File: src/kvdb_pkg.sv
// Shared types for the key-value database; key and value widths are fixed, depth is 8 entries
package kvdb_pkg;

    // ------------------------------
    // Sizes
    // ------------------------------
    localparam int KEY_W    = 16;
    localparam int VALUE_W  = 32;
    localparam int DB_DEPTH = 8;

    typedef logic [KEY_W-1:0]                  key_t;
    typedef logic [VALUE_W-1:0]                value_t;
    typedef logic [3:0]                        reg_addr_t;
    typedef logic [31:0]                       reg_data_t;
    typedef logic [$clog2(DB_DEPTH+1)-1:0]     fill_t;
    // Zero disables the watchdog
    typedef logic [7:0]                        limit_t;

    // ------------------------------
    // Encodings
    // ------------------------------
    typedef enum logic [2:0] {
        CMD_NOP   = 3'd0,
        CMD_GET   = 3'd1,
        CMD_SET   = 3'd2,
        CMD_UNSET = 3'd3,
        CMD_CLEAR = 3'd4
    } command_t;

    typedef enum logic [1:0] {
        ST_OK    = 2'd0,
        ST_ERROR = 2'd1
    } db_status_t;

    typedef enum logic [1:0] {
        CODE_RESET = 2'd0,
        CODE_READY = 2'd1,
        CODE_BUSY  = 2'd2
    } status_code_t;

    // Register word addresses
    localparam reg_addr_t ADDR_COMMAND   = 4'd0;
    localparam reg_addr_t ADDR_KEY       = 4'd1;
    localparam reg_addr_t ADDR_SET_VALUE = 4'd2;
    localparam reg_addr_t ADDR_STATUS    = 4'd3;
    localparam reg_addr_t ADDR_GET_VALID = 4'd4;
    localparam reg_addr_t ADDR_GET_VALUE = 4'd5;
    localparam reg_addr_t ADDR_FILL      = 4'd6;
    localparam reg_addr_t ADDR_TIMEOUT   = 4'd7;
    localparam reg_addr_t ADDR_INFO      = 4'd8;

    // ------------------------------
    // Bundles
    // ------------------------------
    typedef struct packed {
        command_t command;
        key_t     key;
        value_t   set_value;
    } db_req_t;

    typedef struct packed {
        db_status_t status;
        logic       get_valid;
        value_t     get_value;
    } db_resp_t;

    // Mapped into STATUS bits 1:0, 8, 9 and 10
    typedef struct packed {
        status_code_t code;
        logic         done;
        logic         error;
        logic         timeout;
    } status_t;

endpackage : kvdb_pkg
File: src/kvdb_top.sv
// Database top level; register strobes only, no bus adapter and no clock crossing
module kvdb_top (
    input  logic                clk,
    input  logic                srst,
    input  logic                reg_wr,
    input  logic                reg_rd,
    input  kvdb_pkg::reg_addr_t reg_addr,
    input  kvdb_pkg::reg_data_t reg_wdata,
    output kvdb_pkg::reg_data_t reg_rdata
);
    import kvdb_pkg::*;

    logic     cmd_evt;
    logic     status_rd;
    db_req_t  cmd_req;
    status_t  status;
    logic     res_v;
    db_resp_t res;
    fill_t    fill;
    limit_t   limit;

    // Controller to stash
    db_req_t  db_req;
    logic     req;
    logic     rdy;
    logic     ack;
    db_resp_t db_resp;

    logic     run;
    logic     expired;

    kvdb_regs regs_i (
        .clk       (clk),
        .srst      (srst),
        .reg_wr    (reg_wr),
        .reg_rd    (reg_rd),
        .reg_addr  (reg_addr),
        .reg_wdata (reg_wdata),
        .reg_rdata (reg_rdata),
        .cmd_evt   (cmd_evt),
        .status_rd (status_rd),
        .cmd_req   (cmd_req),
        .status    (status),
        .res_v     (res_v),
        .res       (res),
        .fill      (fill),
        .limit     (limit)
    );

    kvdb_cmd_fsm cmd_fsm_i (
        .clk       (clk),
        .srst      (srst),
        .cmd_evt   (cmd_evt),
        .cmd_req   (cmd_req),
        .status_rd (status_rd),
        .db_req    (db_req),
        .req       (req),
        .rdy       (rdy),
        .ack       (ack),
        .db_resp   (db_resp),
        .run       (run),
        .expired   (expired),
        .status    (status),
        .res_v     (res_v),
        .res       (res)
    );

    kvdb_watchdog watchdog_i (
        .clk     (clk),
        .srst    (srst),
        .run     (run),
        .limit   (limit),
        .expired (expired)
    );

    kvdb_stash stash_i (
        .clk     (clk),
        .srst    (srst),
        .req     (req),
        .db_req  (db_req),
        .rdy     (rdy),
        .ack     (ack),
        .db_resp (db_resp),
        .fill    (fill)
    );

endmodule : kvdb_top

File: src/kvdb_stash.sv
// Eight-entry stash; one request at a time, ack comes 3 to DB_DEPTH+2 cycles after acceptance
module kvdb_stash (
    input  logic               clk,
    input  logic               srst,
    input  logic               req,
    input  kvdb_pkg::db_req_t  db_req,
    output logic               rdy,
    output logic               ack,
    output kvdb_pkg::db_resp_t db_resp,
    output kvdb_pkg::fill_t    fill
);
    import kvdb_pkg::*;

    typedef enum logic [1:0] {
        S_IDLE  = 2'd0,
        S_SCAN  = 2'd1,
        S_WRITE = 2'd2,
        S_ACK   = 2'd3
    } stash_state_t;

    stash_state_t                state;
    logic [DB_DEPTH-1:0]         valid;
    key_t                        keys   [DB_DEPTH];
    value_t                      values [DB_DEPTH];
    db_req_t                     cur;
    db_resp_t                    resp_q;
    logic [$clog2(DB_DEPTH)-1:0] idx;
    logic [$clog2(DB_DEPTH)-1:0] hit_idx;
    logic [$clog2(DB_DEPTH)-1:0] free_idx;
    logic                        hit;
    logic                        free_found;
    logic                        match;
    logic                        last;
    logic                        full;

    // Entry under the scan pointer
    assign match = valid[idx] && (keys[idx] == cur.key);
    assign last  = (int'(idx) == DB_DEPTH - 1);

    assign rdy     = (state == S_IDLE);
    assign ack     = (state == S_ACK);
    assign db_resp = resp_q;

    // ------------------------------
    // Occupancy
    // ------------------------------
    always_comb begin
        fill = '0;
        for (int i = 0; i < DB_DEPTH; i++) begin
            fill = fill + fill_t'(valid[i]);
        end
    end

    assign full = (fill == fill_t'(DB_DEPTH));

    // ------------------------------
    // Control and valid bits
    // ------------------------------
    always_ff @(posedge clk) begin
        if (srst) begin
            state <= S_IDLE;
            valid <= '0;
        end else begin
            case (state)
                S_IDLE: begin
                    if (req) state <= S_SCAN;
                end
                S_SCAN: begin
                    if (cur.command == CMD_CLEAR) begin
                        // One entry per cycle, no write stage
                        valid[idx] <= 1'b0;
                        if (last) state <= S_ACK;
                    end else if (match || last) begin
                        state <= S_WRITE;
                    end
                end
                S_WRITE: begin
                    state <= S_ACK;
                    if (cur.command == CMD_SET && !hit && !full) begin
                        valid[free_idx] <= 1'b1;
                    end
                    if (cur.command == CMD_UNSET && hit) begin
                        valid[hit_idx] <= 1'b0;
                    end
                end
                default: state <= S_IDLE;
            endcase
        end
    end

    // ------------------------------
    // Search and storage
    // ------------------------------
    always_ff @(posedge clk) begin
        case (state)
            S_IDLE: begin
                if (req) begin
                    cur        <= db_req;
                    idx        <= '0;
                    hit        <= 1'b0;
                    free_found <= 1'b0;
                    resp_q     <= '{status: ST_OK, get_valid: 1'b0, get_value: '0};
                end
            end
            S_SCAN: begin
                idx <= idx + 1'b1;
                if (match) begin
                    hit     <= 1'b1;
                    hit_idx <= idx;
                end
                // First free slot only
                if (!valid[idx] && !free_found) begin
                    free_found <= 1'b1;
                    free_idx   <= idx;
                end
            end
            S_WRITE: begin
                case (cur.command)
                    CMD_GET: begin
                        resp_q.get_valid <= hit;
                        if (hit) resp_q.get_value <= values[hit_idx];
                    end
                    CMD_SET: begin
                        if (hit) begin
                            values[hit_idx] <= cur.set_value;
                        end else if (!full) begin
                            keys[free_idx]   <= cur.key;
                            values[free_idx] <= cur.set_value;
                        end else begin
                            resp_q.status <= ST_ERROR;
                        end
                    end
                    CMD_UNSET: resp_q.get_valid <= hit;
                    default: ;
                endcase
            end
            default: ;
        endcase
    end

endmodule : kvdb_stash

File: src/kvdb_watchdog.sv
// Request watchdog; expired fires in the limit-th cycle of run, a limit of zero never fires
module kvdb_watchdog (
    input  logic             clk,
    input  logic             srst,
    input  logic             run,
    input  kvdb_pkg::limit_t limit,
    output logic             expired
);
    import kvdb_pkg::*;

    limit_t cnt;

    // Counts cycles of run and stops at the limit
    always_ff @(posedge clk) begin
        if (srst || !run) begin
            cnt <= '0;
        end else if (limit != '0 && cnt != limit) begin
            cnt <= cnt + 1'b1;
        end
    end

    // Single pulse since the counter parks on the limit
    assign expired = run && (limit != '0) && (limit_t'(cnt + 1'b1) == limit);

endmodule : kvdb_watchdog

File: src/kvdb_cmd_fsm.sv
// Transaction controller; commands are only taken in IDLE, and DRAIN after a timeout reports code BUSY
module kvdb_cmd_fsm (
    input  logic               clk,
    input  logic               srst,
    input  logic               cmd_evt,
    input  kvdb_pkg::db_req_t  cmd_req,
    input  logic               status_rd,
    output kvdb_pkg::db_req_t  db_req,
    output logic               req,
    input  logic               rdy,
    input  logic               ack,
    input  kvdb_pkg::db_resp_t db_resp,
    output logic               run,
    input  logic               expired,
    output kvdb_pkg::status_t  status,
    output logic               res_v,
    output kvdb_pkg::db_resp_t res
);
    import kvdb_pkg::*;

    typedef enum logic [2:0] {
        RESET   = 3'd0,
        IDLE    = 3'd1,
        REQ     = 3'd2,
        BUSY    = 3'd3,
        DONE    = 3'd4,
        ERROR   = 3'd5,
        TIMEOUT = 3'd6,
        DRAIN   = 3'd7
    } state_t;

    state_t   state;
    state_t   nxt_state;
    logic     accept;
    logic     done_q;
    logic     error_q;
    logic     timeout_q;
    db_resp_t resp_q;

    assign accept = cmd_evt && (state == IDLE);

    // ------------------------------
    // State machine
    // ------------------------------
    always_ff @(posedge clk) begin
        if (srst) begin
            state <= RESET;
        end else begin
            state <= nxt_state;
        end
    end

    always_comb begin
        nxt_state = state;
        case (state)
            RESET: nxt_state = IDLE;
            IDLE: begin
                if (accept) nxt_state = REQ;
            end
            REQ: begin
                if (rdy) nxt_state = BUSY;
            end
            BUSY: begin
                // A result arriving with the expiry still counts
                if (ack) begin
                    nxt_state = (db_resp.status == ST_ERROR) ? ERROR : DONE;
                end else if (expired) begin
                    nxt_state = TIMEOUT;
                end
            end
            TIMEOUT: nxt_state = ack ? IDLE : DRAIN;
            DRAIN: begin
                // Late result is dropped here
                if (ack) nxt_state = IDLE;
            end
            default: nxt_state = IDLE;
        endcase
    end

    assign req   = (state == REQ);
    assign run   = (state == BUSY);
    assign res_v = (state == DONE) || (state == ERROR);
    assign res   = resp_q;

    // ------------------------------
    // Request and result payload
    // ------------------------------
    always_ff @(posedge clk) begin
        if (accept) begin
            db_req <= cmd_req;
        end
        if (state == BUSY && ack) begin
            resp_q <= db_resp;
        end
    end

    // ------------------------------
    // Sticky flags
    // ------------------------------
    // Set wins over clear; a read only clears what it returned
    always_ff @(posedge clk) begin
        if (srst) begin
            done_q    <= 1'b0;
            error_q   <= 1'b0;
            timeout_q <= 1'b0;
        end else begin
            done_q    <= (nxt_state == DONE) || (done_q && !(accept || status_rd));
            error_q   <= (nxt_state == ERROR) || (error_q && !(accept || status_rd));
            timeout_q <= (nxt_state == TIMEOUT) || (timeout_q && !(accept || status_rd));
        end
    end

    always_comb begin
        case (state)
            RESET:                    status.code = CODE_RESET;
            REQ, BUSY, TIMEOUT, DRAIN: status.code = CODE_BUSY;
            default:                  status.code = CODE_READY;
        endcase
        status.done    = done_q;
        status.error   = error_q;
        status.timeout = timeout_q;
    end

endmodule : kvdb_cmd_fsm

File: src/kvdb_regs.sv
// Register file with strobe access; read data appears one cycle after reg_rd and unknown codes run as NOP
module kvdb_regs (
    input  logic                clk,
    input  logic                srst,
    input  logic                reg_wr,
    input  logic                reg_rd,
    input  kvdb_pkg::reg_addr_t reg_addr,
    input  kvdb_pkg::reg_data_t reg_wdata,
    output kvdb_pkg::reg_data_t reg_rdata,
    output logic                cmd_evt,
    output logic                status_rd,
    output kvdb_pkg::db_req_t   cmd_req,
    input  kvdb_pkg::status_t   status,
    input  logic                res_v,
    input  kvdb_pkg::db_resp_t  res,
    input  kvdb_pkg::fill_t     fill,
    output kvdb_pkg::limit_t    limit
);
    import kvdb_pkg::*;

    // Register code to command, anything outside 0..4 is a NOP
    function automatic command_t to_command(input reg_data_t code);
        case (code)
            32'd1:   return CMD_GET;
            32'd2:   return CMD_SET;
            32'd3:   return CMD_UNSET;
            32'd4:   return CMD_CLEAR;
            default: return CMD_NOP;
        endcase
    endfunction

    command_t  command_q;
    key_t      key_q;
    value_t    set_value_q;
    limit_t    limit_q;
    logic      get_valid_q;
    value_t    get_value_q;
    reg_data_t rd_data;

    assign cmd_evt   = reg_wr && (reg_addr == ADDR_COMMAND);
    assign status_rd = reg_rd && (reg_addr == ADDR_STATUS);
    assign limit     = limit_q;

    // The command word is taken straight from the bus in the write cycle
    assign cmd_req.command   = cmd_evt ? to_command(reg_wdata) : command_q;
    assign cmd_req.key       = key_q;
    assign cmd_req.set_value = set_value_q;

    // ------------------------------
    // Writable registers
    // ------------------------------
    always_ff @(posedge clk) begin
        if (srst) begin
            command_q   <= CMD_NOP;
            limit_q     <= '0;
            get_valid_q <= 1'b0;
        end else begin
            if (cmd_evt) begin
                command_q <= to_command(reg_wdata);
            end
            if (reg_wr && reg_addr == ADDR_TIMEOUT) begin
                limit_q <= limit_t'(reg_wdata);
            end
            if (res_v) begin
                get_valid_q <= res.get_valid;
            end
        end
    end

    // Key, value and result payload
    always_ff @(posedge clk) begin
        if (reg_wr && reg_addr == ADDR_KEY) begin
            key_q <= key_t'(reg_wdata);
        end
        if (reg_wr && reg_addr == ADDR_SET_VALUE) begin
            set_value_q <= value_t'(reg_wdata);
        end
        if (res_v) begin
            get_value_q <= res.get_value;
        end
    end

    // ------------------------------
    // Read path
    // ------------------------------
    always_comb begin
        rd_data = '0;
        case (reg_addr)
            ADDR_COMMAND:   rd_data = reg_data_t'(command_q);
            ADDR_KEY:       rd_data = reg_data_t'(key_q);
            ADDR_SET_VALUE: rd_data = reg_data_t'(set_value_q);
            ADDR_STATUS: begin
                rd_data[1:0] = status.code;
                rd_data[8]   = status.done;
                rd_data[9]   = status.error;
                rd_data[10]  = status.timeout;
            end
            ADDR_GET_VALID: rd_data = reg_data_t'(get_valid_q);
            ADDR_GET_VALUE: rd_data = reg_data_t'(get_value_q);
            ADDR_FILL:      rd_data = reg_data_t'(fill);
            ADDR_TIMEOUT:   rd_data = reg_data_t'(limit_q);
            ADDR_INFO:      rd_data = {8'd0, 8'(VALUE_W), 8'(KEY_W), 8'(DB_DEPTH)};
            default:        rd_data = '0;
        endcase
    end

    // Held until the next read strobe
    always_ff @(posedge clk) begin
        if (reg_rd) begin
            reg_rdata <= rd_data;
        end
    end

endmodule : kvdb_regs

File: config.mk
export PLATFORM = sky130hd
export DESIGN_NAME = kvdb_top
export DESIGN_NICKNAME = d
export VERILOG_FILES = /design/src/kvdb_pkg.sv /design/src/kvdb_top.sv /design/src/kvdb_stash.sv /design/src/kvdb_watchdog.sv /design/src/kvdb_cmd_fsm.sv /design/src/kvdb_regs.sv
export SDC_FILE = /design/constraint.sdc
export NUM_CORES = 1
export LEC_CHECK = 0
export BUFFER_PORTS_ARGS = -buffer_cell sky130_fd_sc_hd__clkbuf_2
export CAP_MARGIN = 15
export CORE_AREA = 2 2 283 285
export DETAILED_ROUTE_END_ITERATION = 8
export DIE_AREA = 0 0 285 287
export GPL_TIMING_DRIVEN = 1
export MAX_ROUTING_LAYER = met4
export PLACE_DENSITY = 0.48
export SLEW_MARGIN = 15
export SYNTH_ARGS = -nofsm -noshare
export SYNTH_HDL_FRONTEND = slang
export SYNTH_HIERARCHICAL = 1
export SYNTH_SLANG_ARGS = --single-unit
File: constraint.sdc
create_clock -name clk -period 11.5 [get_ports clk]
set_input_delay 1.15 -clock clk [delete_from_list [all_inputs] [get_ports clk]]
set_output_delay 1.15 -clock clk [all_outputs]
set_load 0.03 [all_outputs]
==> reports/qor.tcl <==
set qor(post-place-ws_ns) 6.62
set qor(maximum_number_of_pins_on_one_net_before_global_route_repair) 62
set qor(areaGrowthSynthToFinish_pct) 15.2
set qor(max_slew.worst_pin.slew_ns) 1.05
set qor(clkSlewWorstSetupHoldPaths_ns) 0.06
set qor(globalplace.congestion) 0.814
set qor(final_cell_mix) {edfxtp_1, mux4_2, clkbuf_16}
set qor(cts_hold_repair.buffers) 0
set qor(port-buffer-count) 71
set qor(detailedRoute.firstIterationViolations) 1098
set qor(timing.final.crit_share_pct) 42.9
set qor(timing.critical_path.fanout_max) 32
set qor(antenna_left) 0
set qor(maxCapViolations) 0
set qor(required_ns) 11.74
set qor(fin_worst_skew_ns) 0.0183
set qor(clock_sinks) 718
set qor(max_clock_buf_depth) 3
set qor(postSynthCellCount) 1433
set qor(post-route-worst-setup-slack_ns) 6.56
set qor(first_global_vias) 13700
set qor(power.ir.vdd_worst_mv) 0.104
set qor(fmax_ghz) 0.203
set qor(floorplan.die_area_mm2) 0.0818
set qor(drt_first_pass_iters) 5
set qor(cp.arrival_ns) 5.18
set qor(m1WireLength_um) 29500
set qor(die-width_um) 285
set qor(std_cell_rows) 103
set qor(top_level_ports) 72
set qor(drt-wirelength-per-cell_um) 24.2
set qor(core_mm2) 0.0786
set qor(top_layer_used) {met4}
set qor(number_of_failing_setup_endpoints_in_the_final_timing_report) 0
set qor(power.share.switching_pct) 21.7
set qor(hold_viol_final) 0
set qor(seq_power_share_pct) 52.0
set qor(p_clk_share_pct) 42.5
set qor(cp-end-kind) {flip-flop}
set qor(initial_core_utilization_pct) 34.7
set qor(critical_path_class) {flip-flop to flip-flop}
set qor(layout.cells.most_common) {edfxtp_1}
set qor(grt_first_pass_wirelength_um) 94000
set qor(syn_area_per_cell_um2) 19.1
set qor(run_status) {completed}
set qor(remaining_drc_errors) 0
set qor(num_vias) 13400
set qor(netlist_area_mm2) 0.0273
set qor(hpwlAfterDp_um) 39000
set qor(cts.repair.resized) 0
set qor(yosysWarningCount) 6
set qor(final_max_slew_viol_count) 0
set qor(fp.dieH_um) 287
set qor(cts-buffers-inserted) 76
set qor(post_cts_buffers) 0
set qor(grt_setup_unrepaired) {false}
set qor(global_route.usage.total_pct) 16.2
set qor(internal_power_mw) 4.38
set qor(met2WireLength_um) 31000
set qor(tritoncts) {yes}
set qor(power.static_leakage_nw) 10.2
set qor(vias_per_cell) 5.05
set qor(root_buffer) {clkbuf_16}
set qor(final_layout_size_suffix_gt1_share_pct) 21.4
set qor(worst_setup_path_start_kind) {flip-flop}
set qor(slew-limit-headroom_pct) 30.1
set qor(nets) 1604
set qor(mappedNetlistNets) 1487
set qor(clkLatencyLatePin_ns) 0.61
set qor(switching_component_of_the_power_mw) 1.21
set qor(fin_setup_tns_ns) 0
set qor(power.combinational.fraction_pct) 5.4
set qor(path_cells) {fa_1 -> inv_1 -> fa_1 -> fa_1 -> inv_1 -> ha_1 -> inv_1 -> fa_1 -> inv_1 -> nor4b_1 -> buf_4 -> or3_1 -> mux2_2 -> nor2_4 -> buf_4}
set qor(finalWirelength_um) 64300
set qor(period_minus_slack_ns) 4.94
set qor(clock_tree.htree_level_count) 3
set qor(min-delay-path-class) {flip-flop to flip-flop}
set qor(critical_path.max_stage_delay_ns) 0.55
set qor(wl_met3_um) 2740
set qor(grt_overflow_total) 0
set qor(crit_path_top_delay_cell) {fa_1}
set qor(total_power_mw) 5.59
set qor(pwr_dens_mw_per_mm2) 178
set qor(grt_antenna_before_repair) 2
final timing paths:
kind                        start                    end  slack, ns  depth (start not counted)
max reg2reg      stash_i/valid[0]  stash_i/values[4][10]       6.56                         15
min reg2reg  cmd_fsm_i/db_req[27]        stash_i/cur[27]       0.41                          0
max              stash_i/valid[0]  stash_i/values[4][10]       6.56                         15
min          cmd_fsm_i/db_req[27]        stash_i/cur[27]       0.41                          0
registers in the layout (all words and copies together) (netlist names), 2 cells and up, named ones only:
signal,cells
stash_i/db_resp,34
stash_i/keys,128
regs_i/set_value_q,32
regs_i/reg_rdata,32
cmd_fsm_i/res,33
stash_i/valid,8
stash_i/values,256
stash_i/state,2
stash_i/idx,3
regs_i/command_q,3
watchdog_i/cnt,8
stash_i/hit_idx,3
stash_i/cur,51
cmd_fsm_i/db_req,51
regs_i/key_q,16
stash_i/free_idx,3
cmd_fsm_i/state,3
regs_i/get_value_q,32
regs_i/limit,8
through the flow:
| stage | hold slack, ns | std cells | instance area [um2] | util [%] |
|---|---|---|---|---|
| after floorplan | 0.400 | 1433 | 27300 | - |
| after global placement | 0.402 | 2522 | 29000 | 36.9 |
| after detailed placement | 0.405 | 2522 | 29000 | 36.9 |
| after CTS | 0.415 | 2659 | 31500 | 40.0 |
| after global routing | 0.418 | 2659 | 31500 | 40.0 |
| final | 0.414 | 2660 | 31500 | 40.0 |
power groups by stage:
stage                     Clock [mW]  Sequential [mW]  Combinational, mW
after floorplan                    0             2.96              0.218
after global placement             0             2.96              0.307
after detailed placement           0             2.96              0.307
after CTS                       2.45             2.91              0.309
after global routing            2.54             2.91              0.332
final                           2.38             2.91              0.303
metal layers:
metal  vias up  global-route usage (%)
met2       331                    25.7
met5         -                       -
met4         0                    4.15
met3        83                    2.16
met1      7039                    22.2
li1       5978                       -
critical path: cells and delay by family, from the launching register on:
| family | cells | cell delay (ns) |
|---|---|---|
| simple gates | 3 | 0.68 |
| mux | 1 | 0.43 |
| buf+inv | 6 | 0.91 |
| flops | 1 | 0.34 |
| fa+ha+maj | 5 | 2.17 |
final cells by class:
cell class	count	area, um2
inverter	31	116
sequential	718	21100
fill	7147	47200
clock inverter	39	385
tap	1050	1310
multi-input combinational	617	5820
antenna	1	2.50
clock buffer	98	2050
timing repair buffer	106	618
Power figures use the tool's default switching activity.
